===== src/rtl/mem_access_pkg.sv =====
/*
 access encodings
 processor access-size codes and the state type of the per-port
 miss controller
 */
package mem_access_pkg;

    // access size on the data port
    typedef logic [1:0] size_t;

    localparam size_t size_word = 2'd0;
    localparam size_t size_byte = 2'd1;
    localparam size_t size_half = 2'd2;

    // miss handling sequence
    typedef enum logic [1:0] {
        fill_idle      = 2'd0,
        fill_writeback = 2'd1,
        fill_fetch     = 2'd2,
        fill_refill    = 2'd3
    } fill_state_t;

endpackage


===== src/rtl/mem_cfg_pkg.sv =====
/*
 memory subsystem geometry
 address, word and line widths shared by the caches, the port
 controllers and the off-chip interface, plus the default cache depth
 */
package mem_cfg_pkg;

    // processor side
    localparam int addr_w = 32;
    localparam int word_w = 32;
    localparam int word_bytes = word_w / 8;

    // one cache line, also the off-chip transfer unit
    localparam int line_bytes = 16;
    localparam int line_w = line_bytes * 8;
    localparam int line_words = line_bytes / word_bytes;

    // direct-mapped depth unless the top level overrides it
    localparam int default_sets = 64;

    typedef logic [addr_w-1:0] addr_t;
    typedef logic [word_w-1:0] word_t;
    typedef logic [line_w-1:0] line_t;

endpackage


===== src/rtl/cache_port_ctrl.sv =====
/*
 per-port cache controller
 turns a registered array lookup into ready on a hit. on a miss it
 writes back a dirty victim, fetches the line off-chip and refills
 the array, then repeats the lookup
 */
module cache_port_ctrl #(
    parameter int SETS     = mem_cfg_pkg::default_sets,
    parameter bit WRITABLE = 1'b0
) (
    input  logic               clk,
    input  logic               rst,
    input  logic               req_valid,
    input  logic               req_write,
    output logic               req_ready,
    input  mem_cfg_pkg::addr_t req_addr,
    output logic               line_req_valid,
    input  logic               line_req_ready,
    output logic               line_req_write,
    output mem_cfg_pkg::addr_t line_req_addr,
    input  logic               line_resp_valid,
    input  logic               array_hit,
    input  logic               array_victim_dirty,
    input  mem_cfg_pkg::addr_t array_victim_addr,
    output logic               word_we,
    output logic               refill_we
);

    localparam int off_w = $clog2(mem_cfg_pkg::line_bytes);
    localparam int idx_w = $clog2(SETS);

    mem_access_pkg::fill_state_t state;

    // array output belongs to the current request
    logic looked;
    // fetch accepted, waiting for the line
    logic sent;

    logic lookup_done;
    logic miss;
    logic victim_wb;
    mem_cfg_pkg::addr_t fetch_addr;

    assign lookup_done = (state == mem_access_pkg::fill_idle) && looked && req_valid;
    assign req_ready   = lookup_done && array_hit;
    assign miss        = lookup_done && !array_hit;

    // read-only ports never see dirty lines nor write words
    assign victim_wb = WRITABLE && array_victim_dirty;
    assign word_we   = WRITABLE && req_ready && req_write;

    assign refill_we = (state == mem_access_pkg::fill_refill);

    assign fetch_addr = {req_addr[mem_cfg_pkg::addr_w-1:off_w], {off_w{1'b0}}};

    assign line_req_valid = ((state == mem_access_pkg::fill_writeback) ||
                             (state == mem_access_pkg::fill_fetch)) && !sent;
    assign line_req_write = (state == mem_access_pkg::fill_writeback);
    assign line_req_addr  = line_req_write ? array_victim_addr : fetch_addr;

    always_ff @(posedge clk) begin
        if (rst) begin
            state  <= mem_access_pkg::fill_idle;
            looked <= 1'b0;
            sent   <= 1'b0;
        end else begin
            // a completed access or a refill forces a fresh lookup
            looked <= (state == mem_access_pkg::fill_idle) && req_valid &&
                      !req_ready && !miss;
            case (state)
                mem_access_pkg::fill_idle: begin
                    if (miss) begin
                        state <= victim_wb ? mem_access_pkg::fill_writeback
                                           : mem_access_pkg::fill_fetch;
                    end
                end
                mem_access_pkg::fill_writeback: begin
                    // write is done once accepted
                    if (line_req_ready) begin
                        state <= mem_access_pkg::fill_fetch;
                    end
                end
                mem_access_pkg::fill_fetch: begin
                    if (line_resp_valid) begin
                        state <= mem_access_pkg::fill_refill;
                        sent  <= 1'b0;
                    end else if (line_req_ready && !sent) begin
                        sent <= 1'b1;
                    end
                end
                mem_access_pkg::fill_refill: begin
                    state <= mem_access_pkg::fill_idle;
                end
                default: begin
                    state <= mem_access_pkg::fill_idle;
                end
            endcase
        end
    end

    // ready ends a lookup that started in idle with the request up
    a_ready_in_idle: assert property (@(posedge clk) disable iff (rst)
        req_ready |-> $past((state == mem_access_pkg::fill_idle) && req_valid));

    // victim read back from the array must sit in the requested set
    a_victim_set: assert property (@(posedge clk) disable iff (rst)
        (state == mem_access_pkg::fill_writeback) |->
        array_victim_addr[off_w +: idx_w] == req_addr[off_w +: idx_w]);

endmodule


===== config.mk =====
export PLATFORM = sky130hd
export DESIGN_NAME = cache_port_ctrl
export DESIGN_NICKNAME = d
export VERILOG_FILES = /design/src/rtl/mem_access_pkg.sv /design/src/rtl/mem_cfg_pkg.sv /design/src/rtl/cache_port_ctrl.sv
export SDC_FILE = /design/constraint.sdc
export NUM_CORES = 1
export LEC_CHECK = 0
export BUFFER_PORTS_ARGS = -buffer_cell sky130_fd_sc_hd__buf_2
export CORE_MARGIN = 3
export CORE_UTILIZATION = 29
export CTS_BUF_LIST = sky130_fd_sc_hd__clkbuf_16
export DETAILED_ROUTE_END_ITERATION = 10
export GPL_TIMING_DRIVEN = 1
export MAX_ROUTING_LAYER = met4
export PLACE_DENSITY = 0.94
export SLEW_MARGIN = 10
export SYNTH_ARGS = -nofsm -noshare
export SYNTH_HDL_FRONTEND = slang
export SYNTH_SLANG_ARGS = --single-unit

===== constraint.sdc =====
create_clock -name clk -period 3.6 [get_ports clk]
set_input_delay 0.72 -clock clk [delete_from_list [all_inputs] [get_ports clk]]
set_output_delay 0.72 -clock clk [all_outputs]
set_load 0.1 [all_outputs]

# Yosys cells after proc, flatten, opt, wreduce, memory -nomap -nowiden
# Cells that the tools add are included.
# op_classes
n_mux,7
reduce_logical,18
eq_ne,6
# ops
operator,n
32-bit 2-to-1 mux,1
1-bit logical AND,9
2-bit one-hot mux with 4 select lines,1
2-bit 2-to-1 mux,3
"2-bit inequality test, second input constant",3
"2-bit == test, second input constant",2
1-bit zero test,4
3-bit AND reduction,1
"2-bit by 1-bit == test with 1-bit output, second input constant",1
2-bit zero test,1
1-bit 2-to-1 mux,2
2-bit AND reduction,1
2-bit nonzero test,1
1-bit logical OR,1
# totals
input_bits,72
elab_cells,34
regBits,4
output_inout_bits,37

# Logic depth before layout (Yosys ltp)
# logic_depth
ltp_word,7
depth_mapped,5
mapped_depth_nobuf,4

# Worst setup path after synthesis
# OpenSTA, ideal clock, no wires.
# synth_path
path_kind,reg-to-output
from,reg state[1]
to,out line_req_addr[0]
n_path_buf,2
setup_slack_ns,0.483
arrival_time_ns,2.397
stages_incl_launch_ff,6
required_time_ns,2.880
path_cell_list,dfxtp_1 > inv_1 > ha_1 > buf_6 > buf_2 > and2_1
# synth_between
elab_chain_cells,2
# synth_lines
item,line_no,text
from (decl),cache_port_ctrl.sv:32,mem_access_pkg::fill_state_t state;
from (signal assigned),cache_port_ctrl.sv:63,state <= mem_access_pkg::fill_idle;
from (signal assigned),cache_port_ctrl.sv:73,state <= victim_wb ? mem_access_pkg::fill_writeback
from (signal assigned),cache_port_ctrl.sv:80,state <= mem_access_pkg::fill_fetch;
2-bit by 1-bit == test with 1-bit output,cache_port_ctrl.sv:58,assign line_req_write = (state == mem_access_pkg::fill_writeback);
named net line_req_write,cache_port_ctrl.sv:19,"output logic line_req_write,"
32-bit 2-to-1 mux,cache_port_ctrl.sv:59,assign line_req_addr = line_req_write ? array_victim_addr : fetch_addr;
to (decl),cache_port_ctrl.sv:20,"output mem_cfg_pkg::addr_t line_req_addr,"
# The timed path passes the listed nets, and every way through them passes these cells.

# Final worst setup path
# layout_path
from,reg state[1]
to,out line_req_addr[20]
# layout_between
elab_chain_cells,2
# layout_lines
item,line_no
2-bit by 1-bit == test with 1-bit output,cache_port_ctrl.sv:58
32-bit 2-to-1 mux,cache_port_ctrl.sv:59
# Every way passes these cells.

==> impl_results.md <==
- Grt total ovfl: 0
- Sw Ratio: 0.606
- Critical path arrival: approximately 1.9 ns
- Hold_buf cts: 0
- Max Freq: between 300 and 400 MHz
- Reg-to-reg setup timing slack: around 1.7 ns
- Die Footprint: 0.00281 sq mm
- Syn nets: between 100 and 150
- # IOs: around 110
- Post-CTS Setup Inserts: 0
- First-pass GRT wire length: 3700 um
- Hold Fails Final Rpt: 0
- Clk_lat worst skew: 0.22 ns
- Clock Sinks: 4
- Hold Crit Start: looked
- Routed Antenna Nets: 0
- Worst Reg2Reg Path Length in Cells: 5
- CTS tree: built
- # setup viols final: 0
- Final #Nets: approximately 250
- Lkg Pwr: between 0.6 and 0.7 nW
- Critical path startpoint category: flip-flop
- Placed Area: about 0.0012 sq mm
- Met3 Use GR: 0.0563
- Worst IR Drop VDD: approximately 0.56 mV
- DR pass1 iterations: 4
- Vias in the first global route: a little under 800
- P_int: 0.000321 W
- Worst r2r src: state[1]
- Total GRT Usage: 0.189
- Comb power frac: 0.710
- Commonest non-fill, non-tap cell in the layout: buf_2
- Post-CTS Resized: 0
- Hold path endpoint: looked
- WL/cell: 14.2 um
- DRT iter0 DRCs: 15
- Drt total wl: around 2800 um
- Overall Power: a little over 0.0008 W
- Commonest cells after routing, fill and taps aside: buf_2, mux2_2, ha_1
- Die H: between 50 and 60 um
- CP cell instances: inv_1 > ha_1 > buf_4 > mux2_2 > buf_2
- Pin count of the biggest net entering global routing: 35
- Register area share after synthesis: 0.125
- Gate Count Post-Synth: 67
- Cell Area, Synth: approximately 640 sq um
- Ys Warns: 0
- Die X: around 53 um
- NetSw: slightly below 0.0005 W
- Starting Density: 0.317
- Critical Path Sink Type: output port
- GPL Wtd Cong: about 0.8
- TritonCTS buffer count: 3
- CP Class: reg2out
- Critical Path RT: about 2.9 ns
- Setup TNS: 0 ns
- Vias per cell: approximately 4.4
- Row cnt: 16
- Vias: ~860
- Met2 usage: 0.343
- Status: finished, final reports clean
- Cell area after layout: about 0.0012 sq mm
- H-tree depth: 1
- Layout area overhead: 91.6%
- Share of cells above drive strength 1: 0.796
- Clock Power Share: 0.210
- DRC: 0
- Slew Viols, Final: 0
- CP max FO: 34
- Final Skew: around 0.0010 ns
- Post-synth cell types: 20
- Gr busiest metal: met2
- RSZ-0062 raised after global routing: false
- Final Cycle Share: 0.717
- Maximum buffer depth of the clock tree: 2
- Final min period: around 2.6 ns
- Hold Slack: between 0.4 and 0.5 ns
- Met1 Resource Use GR: 0.192
- Clock tree root buffer cell: clkbuf_16
- Synthesis-stage register bit count: 4
- Syn Area/Cell: 9.58 sq um
- Largest stage delay on the critical path: around 0.4 ns
- Antenna Cells: 0
- Reg power frac: 0.080
- Antenna violations before repair: 0
- Reg-to-reg endpoint: state[1]
- CP max stage cell: mux2_2
- Core ar.: between 0.002 and 0.0025 sq mm
- Clk pin slew, worst setup/hold paths: 0.03 ns
- Depth of the worst hold-timing path: 1
- PwrDens: about 660 mW/mm^2
- Worst min-delay path class: reg2reg
- MaxCap Viol Count: 0
- I/O Buffers: just over 100
-- per-stage QoR --
stage / std cells / setup WS, ns / utilization
after global placement: 191 / 1.26 / 0.571
final: 194 / 1.02 / 0.608
after floorplan: 67 / 0.483 / -
after detailed placement: 191 / 1.24 / 0.571
after CTS: 194 / 1.00 / 0.608
after global routing: 194 / 0.912 / 0.608
-- registers in the layout (all words and copies together), names as in the netlist --
register	cells
sent	1
looked	1
state	2
-- Yosys cell counts --
cell / count / area share
nand2_1: 2 / 0.012
mux2_2: 28 / 0.49
a21oi_1: 1 / 0.0078
mux2i_1: 1 / 0.016
a211oi_1: 1 / 0.012
nand3b_1: 1 / 0.012
ha_1: 6 / 0.12
conb_1: 1 / 0.0058
nor2b_1: 1 / 0.0098
a222oi_1: 1 / 0.016
inv_1: 4 / 0.023
buf_4: 1 / 0.012
mux2_1: 1 / 0.018
nor2_1: 3 / 0.018
buf_6: 1 / 0.018
nand2b_1: 2 / 0.019
buf_2: 3 / 0.023
dfxtp_1: 4 / 0.12
nor3_1: 1 / 0.0078
and2_1: 4 / 0.039
-- area by class of cell --
cell class / count / area (sq um)
fill: 192 / 792
inverter: 4 / 15.0
timing repair buffer: 102 / 513
sequential: 4 / 80.1
multi-input combinational: 54 / 513
tap: 27 / 33.8
clock buffer: 3 / 75.1
-- cells by family (layout without fill, tap and decap cells) --
family	after synthesis	after routing	share of synthesized area
flops	4	4	0.125
simple gates	14	14	0.117
other cells	1	1	0.00584
mux	30	30	0.524
buf+inv	9	109	0.0760
fa+ha+maj	6	6	0.117
compound gates	3	3	0.0351
-- power by group through the flow --
stage	logic (W)	registers, W	clock network (W)
CTS	0.000581	0.0000658	0.000174
floorplan	0.000492	0.0000637	0
finish	0.000578	0.0000654	0.000171
detailed placement	0.000579	0.0000662	0
global route	0.000602	0.0000677	0.000177
global placement	0.000573	0.0000656	0
-- worst max path at each step --
| stage | slack [ns] | end | startpoint | cells after the start |
|---|---|---|---|---|
| floorplan | 0.48 | line_req_addr[0] | state[1] | 5 |
| global placement | 1.26 | line_req_addr[9] | state[1] | 5 |
| detailed placement | 1.24 | line_req_addr[20] | state[1] | 5 |
| CTS | 1.00 | line_req_addr[20] | state[1] | 5 |
| global route | 0.91 | line_req_addr[20] | state[1] | 5 |
| finish | 1.02 | line_req_addr[20] | state[1] | 5 |
-- critical path: cells and delay by family (launching register included) --
family / cells / cell delay [ns]
adders and majority gates: 1 / 0.14
DFF: 1 / 0.34
muxes: 1 / 0.40
buffers and inverters: 3 / 0.74
-- routing by layer --
metal | share of wire | vias to the layer above
li1 | - | 433
met1 | 0.30 | 367
met2 | 0.55 | 51
met3 | 0.14 | 4
met4 | 0.011 | 0
met5 | 0 | -
Note: power is estimated with default switching activity, not from simulation.
