--- config.mk ---
export PLATFORM = sky130hd
export DESIGN_NAME = offchip_arbiter
export DESIGN_NICKNAME = d
export VERILOG_FILES = /design/src/rtl/mem_cfg_pkg.sv /design/src/rtl/offchip_arbiter.sv
export SDC_FILE = /design/constraint.sdc
export NUM_CORES = 1
export LEC_CHECK = 0
export ABC_AREA = 1
export BUFFER_PORTS_ARGS = -buffer_cell sky130_fd_sc_hd__buf_2
export CELL_PAD_IN_SITES_DETAIL_PLACEMENT = 1
export CELL_PAD_IN_SITES_GLOBAL_PLACEMENT = 1
export CORE_AREA = 2 2 293 295
export CTS_BUF_LIST = sky130_fd_sc_hd__clkbuf_8
export DETAILED_ROUTE_END_ITERATION = 16
export DIE_AREA = 0 0 295 297
export PLACE_DENSITY_LB_ADDON = 0.05
export SLEW_MARGIN = 20
export SYNTH_ARGS = -nofsm -noshare
export SYNTH_HDL_FRONTEND = slang
export SYNTH_SLANG_ARGS = --single-unit
export TNS_END_PERCENT = 20
--- constraint.sdc ---
create_clock -name clk -period 1.35 [get_ports clk]
set_clock_uncertainty 0.1 [all_clocks]
set_input_delay 0.27 -clock clk [delete_from_list [all_inputs] [get_ports clk]]
set_output_delay 0.27 -clock clk [all_outputs]
set_load 0.02 [all_outputs]
--- src/rtl/mem_cfg_pkg.sv ---
/*
 memory subsystem geometry
 address, word and line widths shared by the caches, the port
 controllers and the off-chip interface, plus the default cache depth
 */
package mem_cfg_pkg;

    // processor side
    localparam int addr_w = 32;
    localparam int word_w = 32;
    localparam int word_bytes = word_w / 8;

    // one cache line, also the off-chip transfer unit
    localparam int line_bytes = 16;
    localparam int line_w = line_bytes * 8;
    localparam int line_words = line_bytes / word_bytes;

    // direct-mapped depth unless the top level overrides it
    localparam int default_sets = 64;

    typedef logic [addr_w-1:0] addr_t;
    typedef logic [word_w-1:0] word_t;
    typedef logic [line_w-1:0] line_t;

endpackage

--- src/rtl/offchip_arbiter.sv ---
/*
 off-chip line interface arbiter
 grants the single memory interface to one port controller at a
 time, data port first. the grant holds through acceptance of a
 write or until the response of a read
 */
module offchip_arbiter (
    input  logic               clk,
    input  logic               rst,
    input  logic               inst_req_valid,
    output logic               inst_req_ready,
    input  logic               inst_req_write,
    input  mem_cfg_pkg::addr_t inst_req_addr,
    output logic               inst_resp_valid,
    output mem_cfg_pkg::line_t inst_resp_rdata,
    input  logic               data_req_valid,
    output logic               data_req_ready,
    input  logic               data_req_write,
    input  mem_cfg_pkg::addr_t data_req_addr,
    input  mem_cfg_pkg::line_t data_req_wdata,
    output logic               data_resp_valid,
    output mem_cfg_pkg::line_t data_resp_rdata,
    output logic               mem_req_valid,
    input  logic               mem_req_ready,
    output logic               mem_req_write,
    output mem_cfg_pkg::addr_t mem_req_addr,
    output mem_cfg_pkg::line_t mem_req_wdata,
    input  logic               mem_resp_valid,
    input  mem_cfg_pkg::line_t mem_resp_rdata
);

    logic held;
    logic held_data;
    logic sel_data;
    logic active;
    logic done;

    // idle picks the data port on a tie, otherwise keep the owner
    assign sel_data = held ? held_data : data_req_valid;
    assign active   = held || inst_req_valid || data_req_valid;

    assign mem_req_valid = sel_data ? data_req_valid : inst_req_valid;
    assign mem_req_write = sel_data ? data_req_write : inst_req_write;
    assign mem_req_addr  = sel_data ? data_req_addr : inst_req_addr;
    // only the data cache ever writes a line back
    assign mem_req_wdata = data_req_wdata;

    assign inst_req_ready  = !sel_data && mem_req_ready;
    assign data_req_ready  = sel_data && mem_req_ready;
    assign inst_resp_valid = !sel_data && mem_resp_valid;
    assign data_resp_valid = sel_data && mem_resp_valid;
    assign inst_resp_rdata = mem_resp_rdata;
    assign data_resp_rdata = mem_resp_rdata;

    assign done = (mem_req_valid && mem_req_ready && mem_req_write) || mem_resp_valid;

    always_ff @(posedge clk) begin
        if (rst) begin
            held      <= 1'b0;
            held_data <= 1'b0;
        end else begin
            held      <= active && !done;
            held_data <= sel_data;
        end
    end

    // a port left waiting keeps asking until it is served
    a_inst_waits: assert property (@(posedge clk) disable iff (rst)
        inst_req_valid && !inst_req_ready |=> inst_req_valid);

    a_data_waits: assert property (@(posedge clk) disable iff (rst)
        data_req_valid && !data_req_ready |=> data_req_valid);

    // memory answers only a read that this arbiter passed on
    a_resp_granted: assert property (@(posedge clk) disable iff (rst)
        mem_resp_valid |-> held && !mem_req_valid);

endmodule

======== After elaboration in Yosys (flattened, before gate mapping) ========
Cells that the tools add are included.
word-level totals
  register bits ........................... 2
  input port bits ......................... 328
  output and inout port bits .............. 422
operators by class
  multiplexer cells ....................... 4
  reductions and logical operators ........ 12
operator list
  operator             count
  $mux W32             1
  $logic_and A1 B1 Y1  7
  $logic_or A1 B1 Y1   3
  $mux W1              3
  $logic_not A1 Y1     2

======== Logic depth before layout (Yosys ltp) ========
Gate-level depths: netlist of the first run.
  depth in word-level cells ............... 7
  depth in mapped cells ................... 7
  depth with buffers taken out ............ 7

======== Worst setup path after synthesis of the first run ========
Ideal clock, no wire load.
  path kind ............................... flip-flop to output port
  from .................................... reg held
  to ...................................... out inst_req_ready
  data arrival time ....................... 1.021 ns
  data required time ...................... 0.980 ns
  setup slack ............................. -0.041 ns
  cell stages (with the launch flop) ...... 6
  cell sequence ........................... dfxtp_1 > inv_2 > nand2_4 > nand2_8 > buf_4 > nor2_1
between the ends
  word-level cells in the longest chain between the ends .. 3
RTL lines
  what                    line                   source
  start, declared         offchip_arbiter.sv:32  logic held;
  start signal, assigned  offchip_arbiter.sv:62  held <= active && !done;
  $mux W1                 offchip_arbiter.sv:39  assign sel_data = held ? held_data : data_req_valid;
  $logic_not A1 Y1        offchip_arbiter.sv:48  assign inst_req_ready = !sel_data && mem_req_ready;
  $logic_and A1 B1 Y1     offchip_arbiter.sv:48
  end, declared           offchip_arbiter.sv:11  output logic inst_req_ready,
Every way passes these cells.

======== Final worst setup path of the first run ========
  from .................................... reg held
  to ...................................... out mem_req_addr[10]
between the ends
  word-level cells in the longest chain between the ends .. 2
RTL lines
  what           line                   source
  $mux W1        offchip_arbiter.sv:39
  $mux W32       offchip_arbiter.sv:44  assign mem_req_addr = sel_data ? data_req_addr : inst_req_addr;
  end, declared  offchip_arbiter.sv:26  output mem_cfg_pkg::addr_t mem_req_addr,
Every way passes these cells.

==> run summary, run 1 <==
The clock latency on the worst-skew pair is 0.21 ns. The type of origin of the critical path is a flop. The worst endpoint required time is 0.98 ns.

In the routed layout, each cell is associated on average with a via count of 1.31. The area added between synthesis and finish came out at -8.82%. The power density of the placed cells is 408 nW/µm². The CTS H-tree depth came out at 1. TritonCTS created 3 clock buffers. The maximum number of pins on one net before global-route repair came out at 13. The final cycle utilization of the critical path is 1.25. The repair_antennas step left the layout with diodes totalling 0. The proportion of synthesized chip area in sequential cells came out at 0.0113.

Counting I/O delays and the setup requirement, the final critical path takes 1.69 ns. The number of buffers on the longest clock path came out at 2. The number of DRC violations after detailed routing came out at 0.

The category of the worst setup path capture point is a primary output. The setup-violating endpoint count in the final report is 38. The total standard cell area after synthesis came out at 3530 µm². The number of core rows came out at 107. The cell area after layout came out at 3220 µm². Data on the critical path arrives at its endpoint at 1.32 ns. In the final layout, flip-flops and latches occupy 45.0 µm². Detailed placement finished with a half-perimeter wire length of 12,000 µm.

The total global-route track usage came out at 0.0303. Setup repair after global routing could not meet its margin everywhere. The highest clock frequency the design can meet is 592 MHz.

The maximum ir drop on the vdd rail came out at 0.213 mV. Once layout is complete, the cells apart from fillers number 1,403. The number of antenna violations at the first check in global routing came out at 3. The first detailed-routing pass took 3 iterations.

The synthesized instance count is 518. CTS saw 2 sinks. The total power after layout is 1.31 mW. The path class of the tightest hold or removal check is input port to flop. CTS placed an instance of sky130_fd_sc_hd__clkbuf_8 at the clock tree root. The die extent in x came out at 295 µm. The vias after detailed routing came out at 1,833. After clock tree synthesis, the flow added hold-fix buffers numbering 0.

The net count reported at finish came out at 589. The run finished, with violations left. 750 I/O pins were placed.

The synthesized design contains 2 register bits. The number of hold violations in the final report is 0. The number of antenna-violating nets in the routed design is 0. The Yosys step of the flow raised 0 warnings. During placement, the flow inserted port buffers numbering 109.

TritonCTS built the clock tree. The area inside the core boundary is 84,500 µm². The critical path is of the flop to primary output type. The area enclosed by the die boundary came out at 87,600 µm².

The combinational group share of total power came out at 0.772. The sequential share of power came out at 0.053. Adding up every negative setup slack in the final design gives -11.44 ns. The routed wire length per instance came out at 10.6 µm. The multi-input combinational cells in the finished layout cover a total of 627 µm². Of the cells placed in the final design, the portion with a size suffix greater than 1 is 0.737.

The cell area after placement is 2700 µm². The wire length of the first global-routing pass is 18,100 µm. The sum of overflow across all layers after global routing came out at 0. The total nets after synthesis is 846. The transition time at the pin with the least slew margin came out at 0.320 ns. Measured against its own limit, the worst slew margin works out to 0.786. The final number of max-transition violations was 0. The distinct cell type count of the synthesized netlist came out at 16.

The final RePlAce weighted congestion came out at 0.622. The filler cell count is 10,170. The switching component of the power is 590 µW. The synthesized area per cell came out at 6.82 µm². The utilization of the core after routing is 0.0381. The maximum fanout along the worst path came out at 7. The tool flagged a number of max-cap violations equal to 0. The clock slew seen by the registers of the worst setup and hold paths came out at 0.03 ns. The fraction of power spent switching nets is 0.449. The share of total power dissipated in the clock network is 0.175. The internal power summed over all cells is 724 µW. The total routed wirelength is 14,800 µm. The floorplan die height is 297 µm. The starting utilization of the core area is 0.0418. The pre-CTS setup slack is -0.228 ns. The final reports fail on setup timing. Final hold analysis gives a worst-case slack of 0.189 ns. The final worst setup slack came out at -0.338 ns. The static power due to leakage came out at 1.09 nW. For this block, the initial DRC count from the detailed router was 38.

The cell count after placement is 1,395. The number of global-route vias before repair came out at 2,149.
## flip-flops by register name (all words and copies together), names as in the netlist
| register | flops |
|---|---|
| held_data | 1 |
| held | 1 |
## worst max-delay path, stage by stage (launching register included)
cell and delay, ns:
sky130_fd_sc_hd__dfxtp_4 0.36, sky130_fd_sc_hd__inv_4 0.04, sky130_fd_sc_hd__nand2_4 0.07, sky130_fd_sc_hd__nand2_8 0.10, sky130_fd_sc_hd__inv_12 0.11, sky130_fd_sc_hd__clkbuf_16 0.17
sky130_fd_sc_hd__nand2_2 0.05, sky130_fd_sc_hd__nand2_2 0.06, sky130_fd_sc_hd__buf_6 0.12
## cells in the mapped netlist
| master | number | area, µm² |
|---|---|---|
| sky130_fd_sc_hd__and2_1 | 1 | 6.26 |
| sky130_fd_sc_hd__nand2_8 | 1 | 20.0 |
| sky130_fd_sc_hd__buf_12 | 1 | 20.0 |
| sky130_fd_sc_hd__nand2_2 | 8 | 50.1 |
| sky130_fd_sc_hd__nand3_1 | 4 | 20.0 |
| sky130_fd_sc_hd__o21ai_0 | 1 | 5.00 |
| sky130_fd_sc_hd__buf_6 | 3 | 33.8 |
| sky130_fd_sc_hd__nand2_4 | 1 | 11.3 |
| sky130_fd_sc_hd__inv_2 | 1 | 3.75 |
| sky130_fd_sc_hd__nor2_1 | 5 | 18.8 |
| sky130_fd_sc_hd__buf_4 | 386 | 2900 |
| sky130_fd_sc_hd__nand2_1 | 93 | 349 |
| sky130_fd_sc_hd__dfxtp_1 | 2 | 40.0 |
| sky130_fd_sc_hd__nor2_2 | 3 | 18.8 |
| sky130_fd_sc_hd__inv_8 | 1 | 11.3 |
| sky130_fd_sc_hd__inv_1 | 7 | 26.3 |
## cells by family (layout without fill, tap and decap cells)
group,after synthesis,after routing,share of synthesized area
AND/OR/NAND/NOR,116,116,0.140
flip-flops,2,2,0.0113
AO/OA/AOI/OAI,1,1,0.00142
buffers and inverters,399,140,0.847
## cell type report
class / instances / share of cell area
multi-input cells: 117 / 0.195
clock buffers: 3 / 0.0128
inverters: 9 / 0.0152
well taps: 1144 / 0.444
repair buffers: 128 / 0.319
flip-flops and latches: 2 / 0.0140
## path summary, 6_finish.rpt
path | from | to | slack [ns] | cells past startpoint
setup / recovery | held | mem_req_addr[10] | -0.34 | 8
hold reg to reg | held | held | 0.69 | 5
hold / removal | rst | held_data | 0.19 | 2
setup reg to reg | held | held_data | 0.08 | 7
## power groups by stage
| stage | registers [mW] | clock network [mW] | logic, mW |
|---|---|---|---|
| after floorplan | 0.0670 | 0 | 2.02 |
| after global placement | 0.0684 | 0 | 0.770 |
| after detailed placement | 0.0679 | 0 | 0.758 |
| after CTS | 0.0681 | 0.234 | 0.994 |
| after global routing | 0.0698 | 0.246 | 1.12 |
| final | 0.0692 | 0.230 | 1.01 |
## timing repair
item | CTS | global route
endpoints found under the setup margin | 39 | 39
pin swaps | 11 | 15
setup buffers | 2 | 0
gates resized for setup | 84 | 43
gates cloned | 2 | 2
## cell usage in the layout (no fill, tap or decap), types with 3 or more instances in the layout
cell / count
sky130_fd_sc_hd__buf_6: 33
sky130_fd_sc_hd__inv_1: 7
sky130_fd_sc_hd__nor2_2: 4
sky130_fd_sc_hd__nand2_4: 4
sky130_fd_sc_hd__buf_2: 71
sky130_fd_sc_hd__buf_4: 16
sky130_fd_sc_hd__clkbuf_8: 3
sky130_fd_sc_hd__nand2_2: 44
sky130_fd_sc_hd__nand2_1: 54
sky130_fd_sc_hd__nor2_1: 4
sky130_fd_sc_hd__buf_12: 3
## layer usage
metal,global-route usage,part of all wire,wire length (µm)
met1,0.0282,0.32,4730
met2,0.0424,0.41,6040
met3,0.0194,0.16,2400
met4,0.0346,0.11,1660
met5,0,0.00088,13
Power figures use the tool's default switching activity.
==> run 2, diff against run 1 <==
Settings changed: ABC_AREA 1 to 0, CORE_AREA 2 2 293 295 to 2 2 296 298, CTS_CLUSTER_SIZE set to 8, DIE_AREA 0 0 295 297 to 0 0 298 300.
==> run 2 against run 1 <==
Against the previous run:
- the flow still finishes with violations (setup timing)
- via count down 25%
- area after synthesis down 3.4%
- first-iteration DRC count up 34%
- utilization down 0.59 points
- synthesized cell count down 16%
- maximum frequency down 16%
- sequential power about the same
- sequential share of layout area up 0.13 points
- count of clock-buffer cells in the layout unchanged
- critical path type unchanged
- critical endpoint is now mem_req_addr[11]
- largest cell class unchanged
- highest routed layer unchanged
==> run summary, run 2 <==
The run finished, with violations left. The checks that failed: setup timing. The library cell used most frequently in the layout, excluding fill and tap cells, is sky130_fd_sc_hd__buf_2. The max-capacitance violation count was 0 (unchanged).

The final worst setup slack came out at -0.656 ns (-0.318 ns). The setup-violating endpoint count in the final report came out at 39 (+2.6%). The number of detailed-route iterations in the first pass was 2 (-1). The area inside the core boundary is 86,200 µm² (+2.1%). The number of vias per cell after detailed routing is 1.04 (-20%).

The worst endpoint required time is 0.98 ns (about the same). The total number of yosys warnings came out at 0 (unchanged). The post-detailed-placement half-perimeter wirelength is 10,800 µm (-10%). The final RePlAce weighted congestion came out at 0.648 (+4.2%). The largest registers in the layout are held: 1 flops, held_data: 1 flops. The synthesized area per cell is 7.84 µm² (+15%). The post-route minimum period is 2.01 ns (+0.318 ns). The top flip-flop cell by instance count after synthesis is sky130_fd_sc_hd__dfxtp_1.

The category of the worst setup path capture point is a primary output. The count of flip-flops with a built-in enable after synthesis came to 0 (unchanged). The area taken by flip-flops and latches is 42.5 µm² (-5.6%). The number of core rows is 108 (+0.93%). Walking the worst path, the cells encountered are mux2i_4 > buf_12 > buf_12 > mux2_2 > buf_2. The transition time at the pin with the least slew margin came to 0.201 ns (-0.120 ns).

The total setup buffers inserted after CTS came to 0 (-2). Relative to the synthesized area, the layout overhead comes to -18.5%. The total power after layout is 986 µW (-25%).

sky130_fd_sc_hd__buf_4 takes more of the synthesized area than any other cell. The number of antenna violations at the first check in global routing is 2 (-1). The number of sinks handled by clock tree synthesis is 2 (unchanged). The critical path class is flop to primary output. The flop and latch count out of synthesis came out at 2 (unchanged).

The maximum number of pins on one net before global-route repair came out at 13 (unchanged). The highest clock frequency the design can meet came to 499 MHz (-16%). The number of placed I/O pins came out at 750 (unchanged). The number of buffers inserted by port buffering is 109 (unchanged). The area enclosed by the die boundary is 89,400 µm² (+2.0%). The relative slew slack is 0.865 (+0.0795). The floorplan die height came out at 300 µm (+1.0%). The commonest cells after synthesis are 385 x sky130_fd_sc_hd__buf_4, 32 x sky130_fd_sc_hd__mux2_2. The maximum fanout along the worst path came to 12 (+5). The number of DRC violations after detailed-routing iteration 0 came to 51 (+34%). The total routed wirelength is 11,900 µm (-20%). The number of cells on the worst reg-to-reg path is 5 (-2). The vias after detailed routing is 1,378 (-25%). Yosys attributes the largest share of cell area to sky130_fd_sc_hd__buf_4 85%, sky130_fd_sc_hd__mux2_2 11%, sky130_fd_sc_hd__dfxtp_1 1.2%, sky130_fd_sc_hd__buf_6 0.66%, sky130_fd_sc_hd__mux2_4 0.44%. The root buffer cell chosen for the clock tree is sky130_fd_sc_hd__clkbuf_8.

The clock latency on the worst-skew pair came out at 0.21 ns (about the same). The starting utilization of the core area came out at 0.0396 (-0.00223). The filler cell count is 10,451 (+2.8%). Setup repair after global routing could not meet its margin everywhere. The number of DRC violations after detailed routing came out at 0 (unchanged). The total standard cell area after synthesis came out at 3410 µm² (-3.4%). The number of antenna-violating nets in the routed design came out at 0 (unchanged).

The synthesized instance count came to 435 (-16%). The final cycle utilization of the critical path came to 1.49 (+0.235). The final-layout setup total negative slack came out at -22.07 ns (-10.63 ns). The static power due to leakage came to 0.783 nW (-28%).

The distinct cell type count of the synthesized netlist is 16 (unchanged). The library cells used most frequently in the layout, excluding fill and tap cells, are 99 x sky130_fd_sc_hd__buf_2, 17 x sky130_fd_sc_hd__mux2_2, 16 x sky130_fd_sc_hd__mux2_4. The number of hold violations in the final report came to 0 (unchanged). The final number of max-transition violations came out at 0 (unchanged). The net count reported at finish is 499 (-15%). sky130_fd_sc_hd__buf_4 is the most common cell in the netlist. The fraction of final layout cells with drive strength greater than 1 is 0.941 (+0.203). The CTS H-tree depth was 1 (unchanged). The data arrival time of the critical path is 1.64 ns (+0.32 ns). The clock slew seen by the registers of the worst setup and hold paths came out at 0.03 ns (about the same). The number of buffers on the longest clock path came out at 2 (unchanged). The routed wire length per instance is 8.97 µm (-15%). The path class of the tightest hold or removal check is input port to flop. The most frequent cell on the critical path is sky130_fd_sc_hd__buf_12.

The endpoint identified for the worst register-to-register timing path is held. The top cell type's share of synthesized area came out at 0.847 (+0.0267). The maximum ir drop on the vdd rail came to 0.176 mV (-17%). The die extent in x came out at 298 µm (+1.0%). The total nets after synthesis came out at 763 (-9.8%). The worst hold margin is 0.171 ns (-0.0186 ns). The fraction of registers with async set/reset came out at 0 (unchanged). The worst setup path is launched from a flop.

The power density of the placed cells came out at 354 nW/µm² (-13%). The area of combinational cells with multiple inputs is 529 µm² (-16%). The beginning of the worst register-to-register path is held.

The slowest stage of the critical path is the sky130_fd_sc_hd__dfxtp_2 cell. The proportion of synthesized chip area in sequential cells is 0.0117 (+0.000399). The CTS buffer count came out at 3 (unchanged). The worst stage delay on the critical path came out at 0.35 ns (about the same). The most critical setup path has its startpoint at held. The sum of overflow across all layers after global routing is 0 (unchanged).

TritonCTS built the clock tree. The worst setup slack for register-to-register paths is -0.29 ns (-0.37 ns). The utilization of the core after routing came to 0.0323 (-0.00586). The wire length of the first global-routing pass was 14,700 µm (-19%).

The total global-route track usage came to 0.0242 (-0.00618). Following the worst setup path forward leads to its endpoint at mem_req_addr[11]. The number of global-route vias before repair is 1,759 (-18%).
run 2: cell types whose count changed after synthesis, sizes merged, moves of 2 or more:
| cell | change |
|---|---|
| nand3 | -4 |
| nor2 | -7 |
| nand2 | -103 |
| nor2b | +2 |
| mux2 | +33 |
| buf | -2 |
| inv | -9 |
run 2: area by class of cell:
cell class | count | area share
tap | 1155 | 0.520
clock buffer | 3 | 0.0148
multi-input combinational | 45 | 0.190
antenna | 1 | 0.000900
timing repair buffer | 119 | 0.259
sequential | 2 | 0.0153
run 2: repair_timing:
item                                    CTS  global route
endpoints found under the setup margin   39            39
pin swaps                                 1             0
hold buffers                              0             0
hold endpoints to repair                  0             0
resized for setup                        21             2
run 2: logic make-up (layout without fill, tap and decap cells):
group / after synthesis / in the layout / share of synthesized area
buffers and inverters: 388 / 122 / 0.855
and+or+nand+nor: 8 / 8 / 0.0136
muxes: 34 / 34 / 0.113
AOI/OAI and AO/OA: 3 / 3 / 0.00660
DFF: 2 / 2 / 0.0117
other: 0 / 1 / 0
run 2: stage by stage:
step	instance area [µm²]	worst slack, ns	instances
finish	2780	-0.656	1325
floorplan	3480	-0.247	435
global route	2780	-0.728	1324
detailed placement	2670	-0.493	1321
CTS	2770	-0.705	1324
global placement	2670	-0.499	1321
run 2: where the power goes:
part	total [mW]	switching (mW)	internal [mW]
sequential	0.0693	0.00483	0.0644
clock	0.229	0.0409	0.188
combinational	0.688	0.338	0.349
total	0.986	0.384	0.602
run 2: metal layers:
| layer | vias to the layer above | wire [µm] | GRT usage |
|---|---|---|---|
| li1 | 428 | - | - |
| met1 | 496 | 1600 | 0.00867 |
| met2 | 324 | 6350 | 0.0472 |
| met3 | 128 | 2560 | 0.0212 |
| met4 | 2 | 1360 | 0.0272 |
| met5 | - | 16 | 0 |
run 2: critical path: cells and delay by family, from the launching register on:
family / cells / cell delay, ns
buf+inv: 3 / 0.47
mux: 2 / 0.59
flops: 1 / 0.35
run 2: worst min-delay path by stage:
| stage | startpoint | to | slack [ns] | depth (start not counted) |
|---|---|---|---|---|
| after floorplan | rst | held_data | 0.24 | 1 |
| after global placement | rst | held_data | 0.43 | 2 |
| after detailed placement | rst | held_data | 0.42 | 2 |
| after CTS | rst | held_data | 0.20 | 2 |
| after global routing | rst | held_data | 0.19 | 2 |
| final | rst | held_data | 0.17 | 2 |
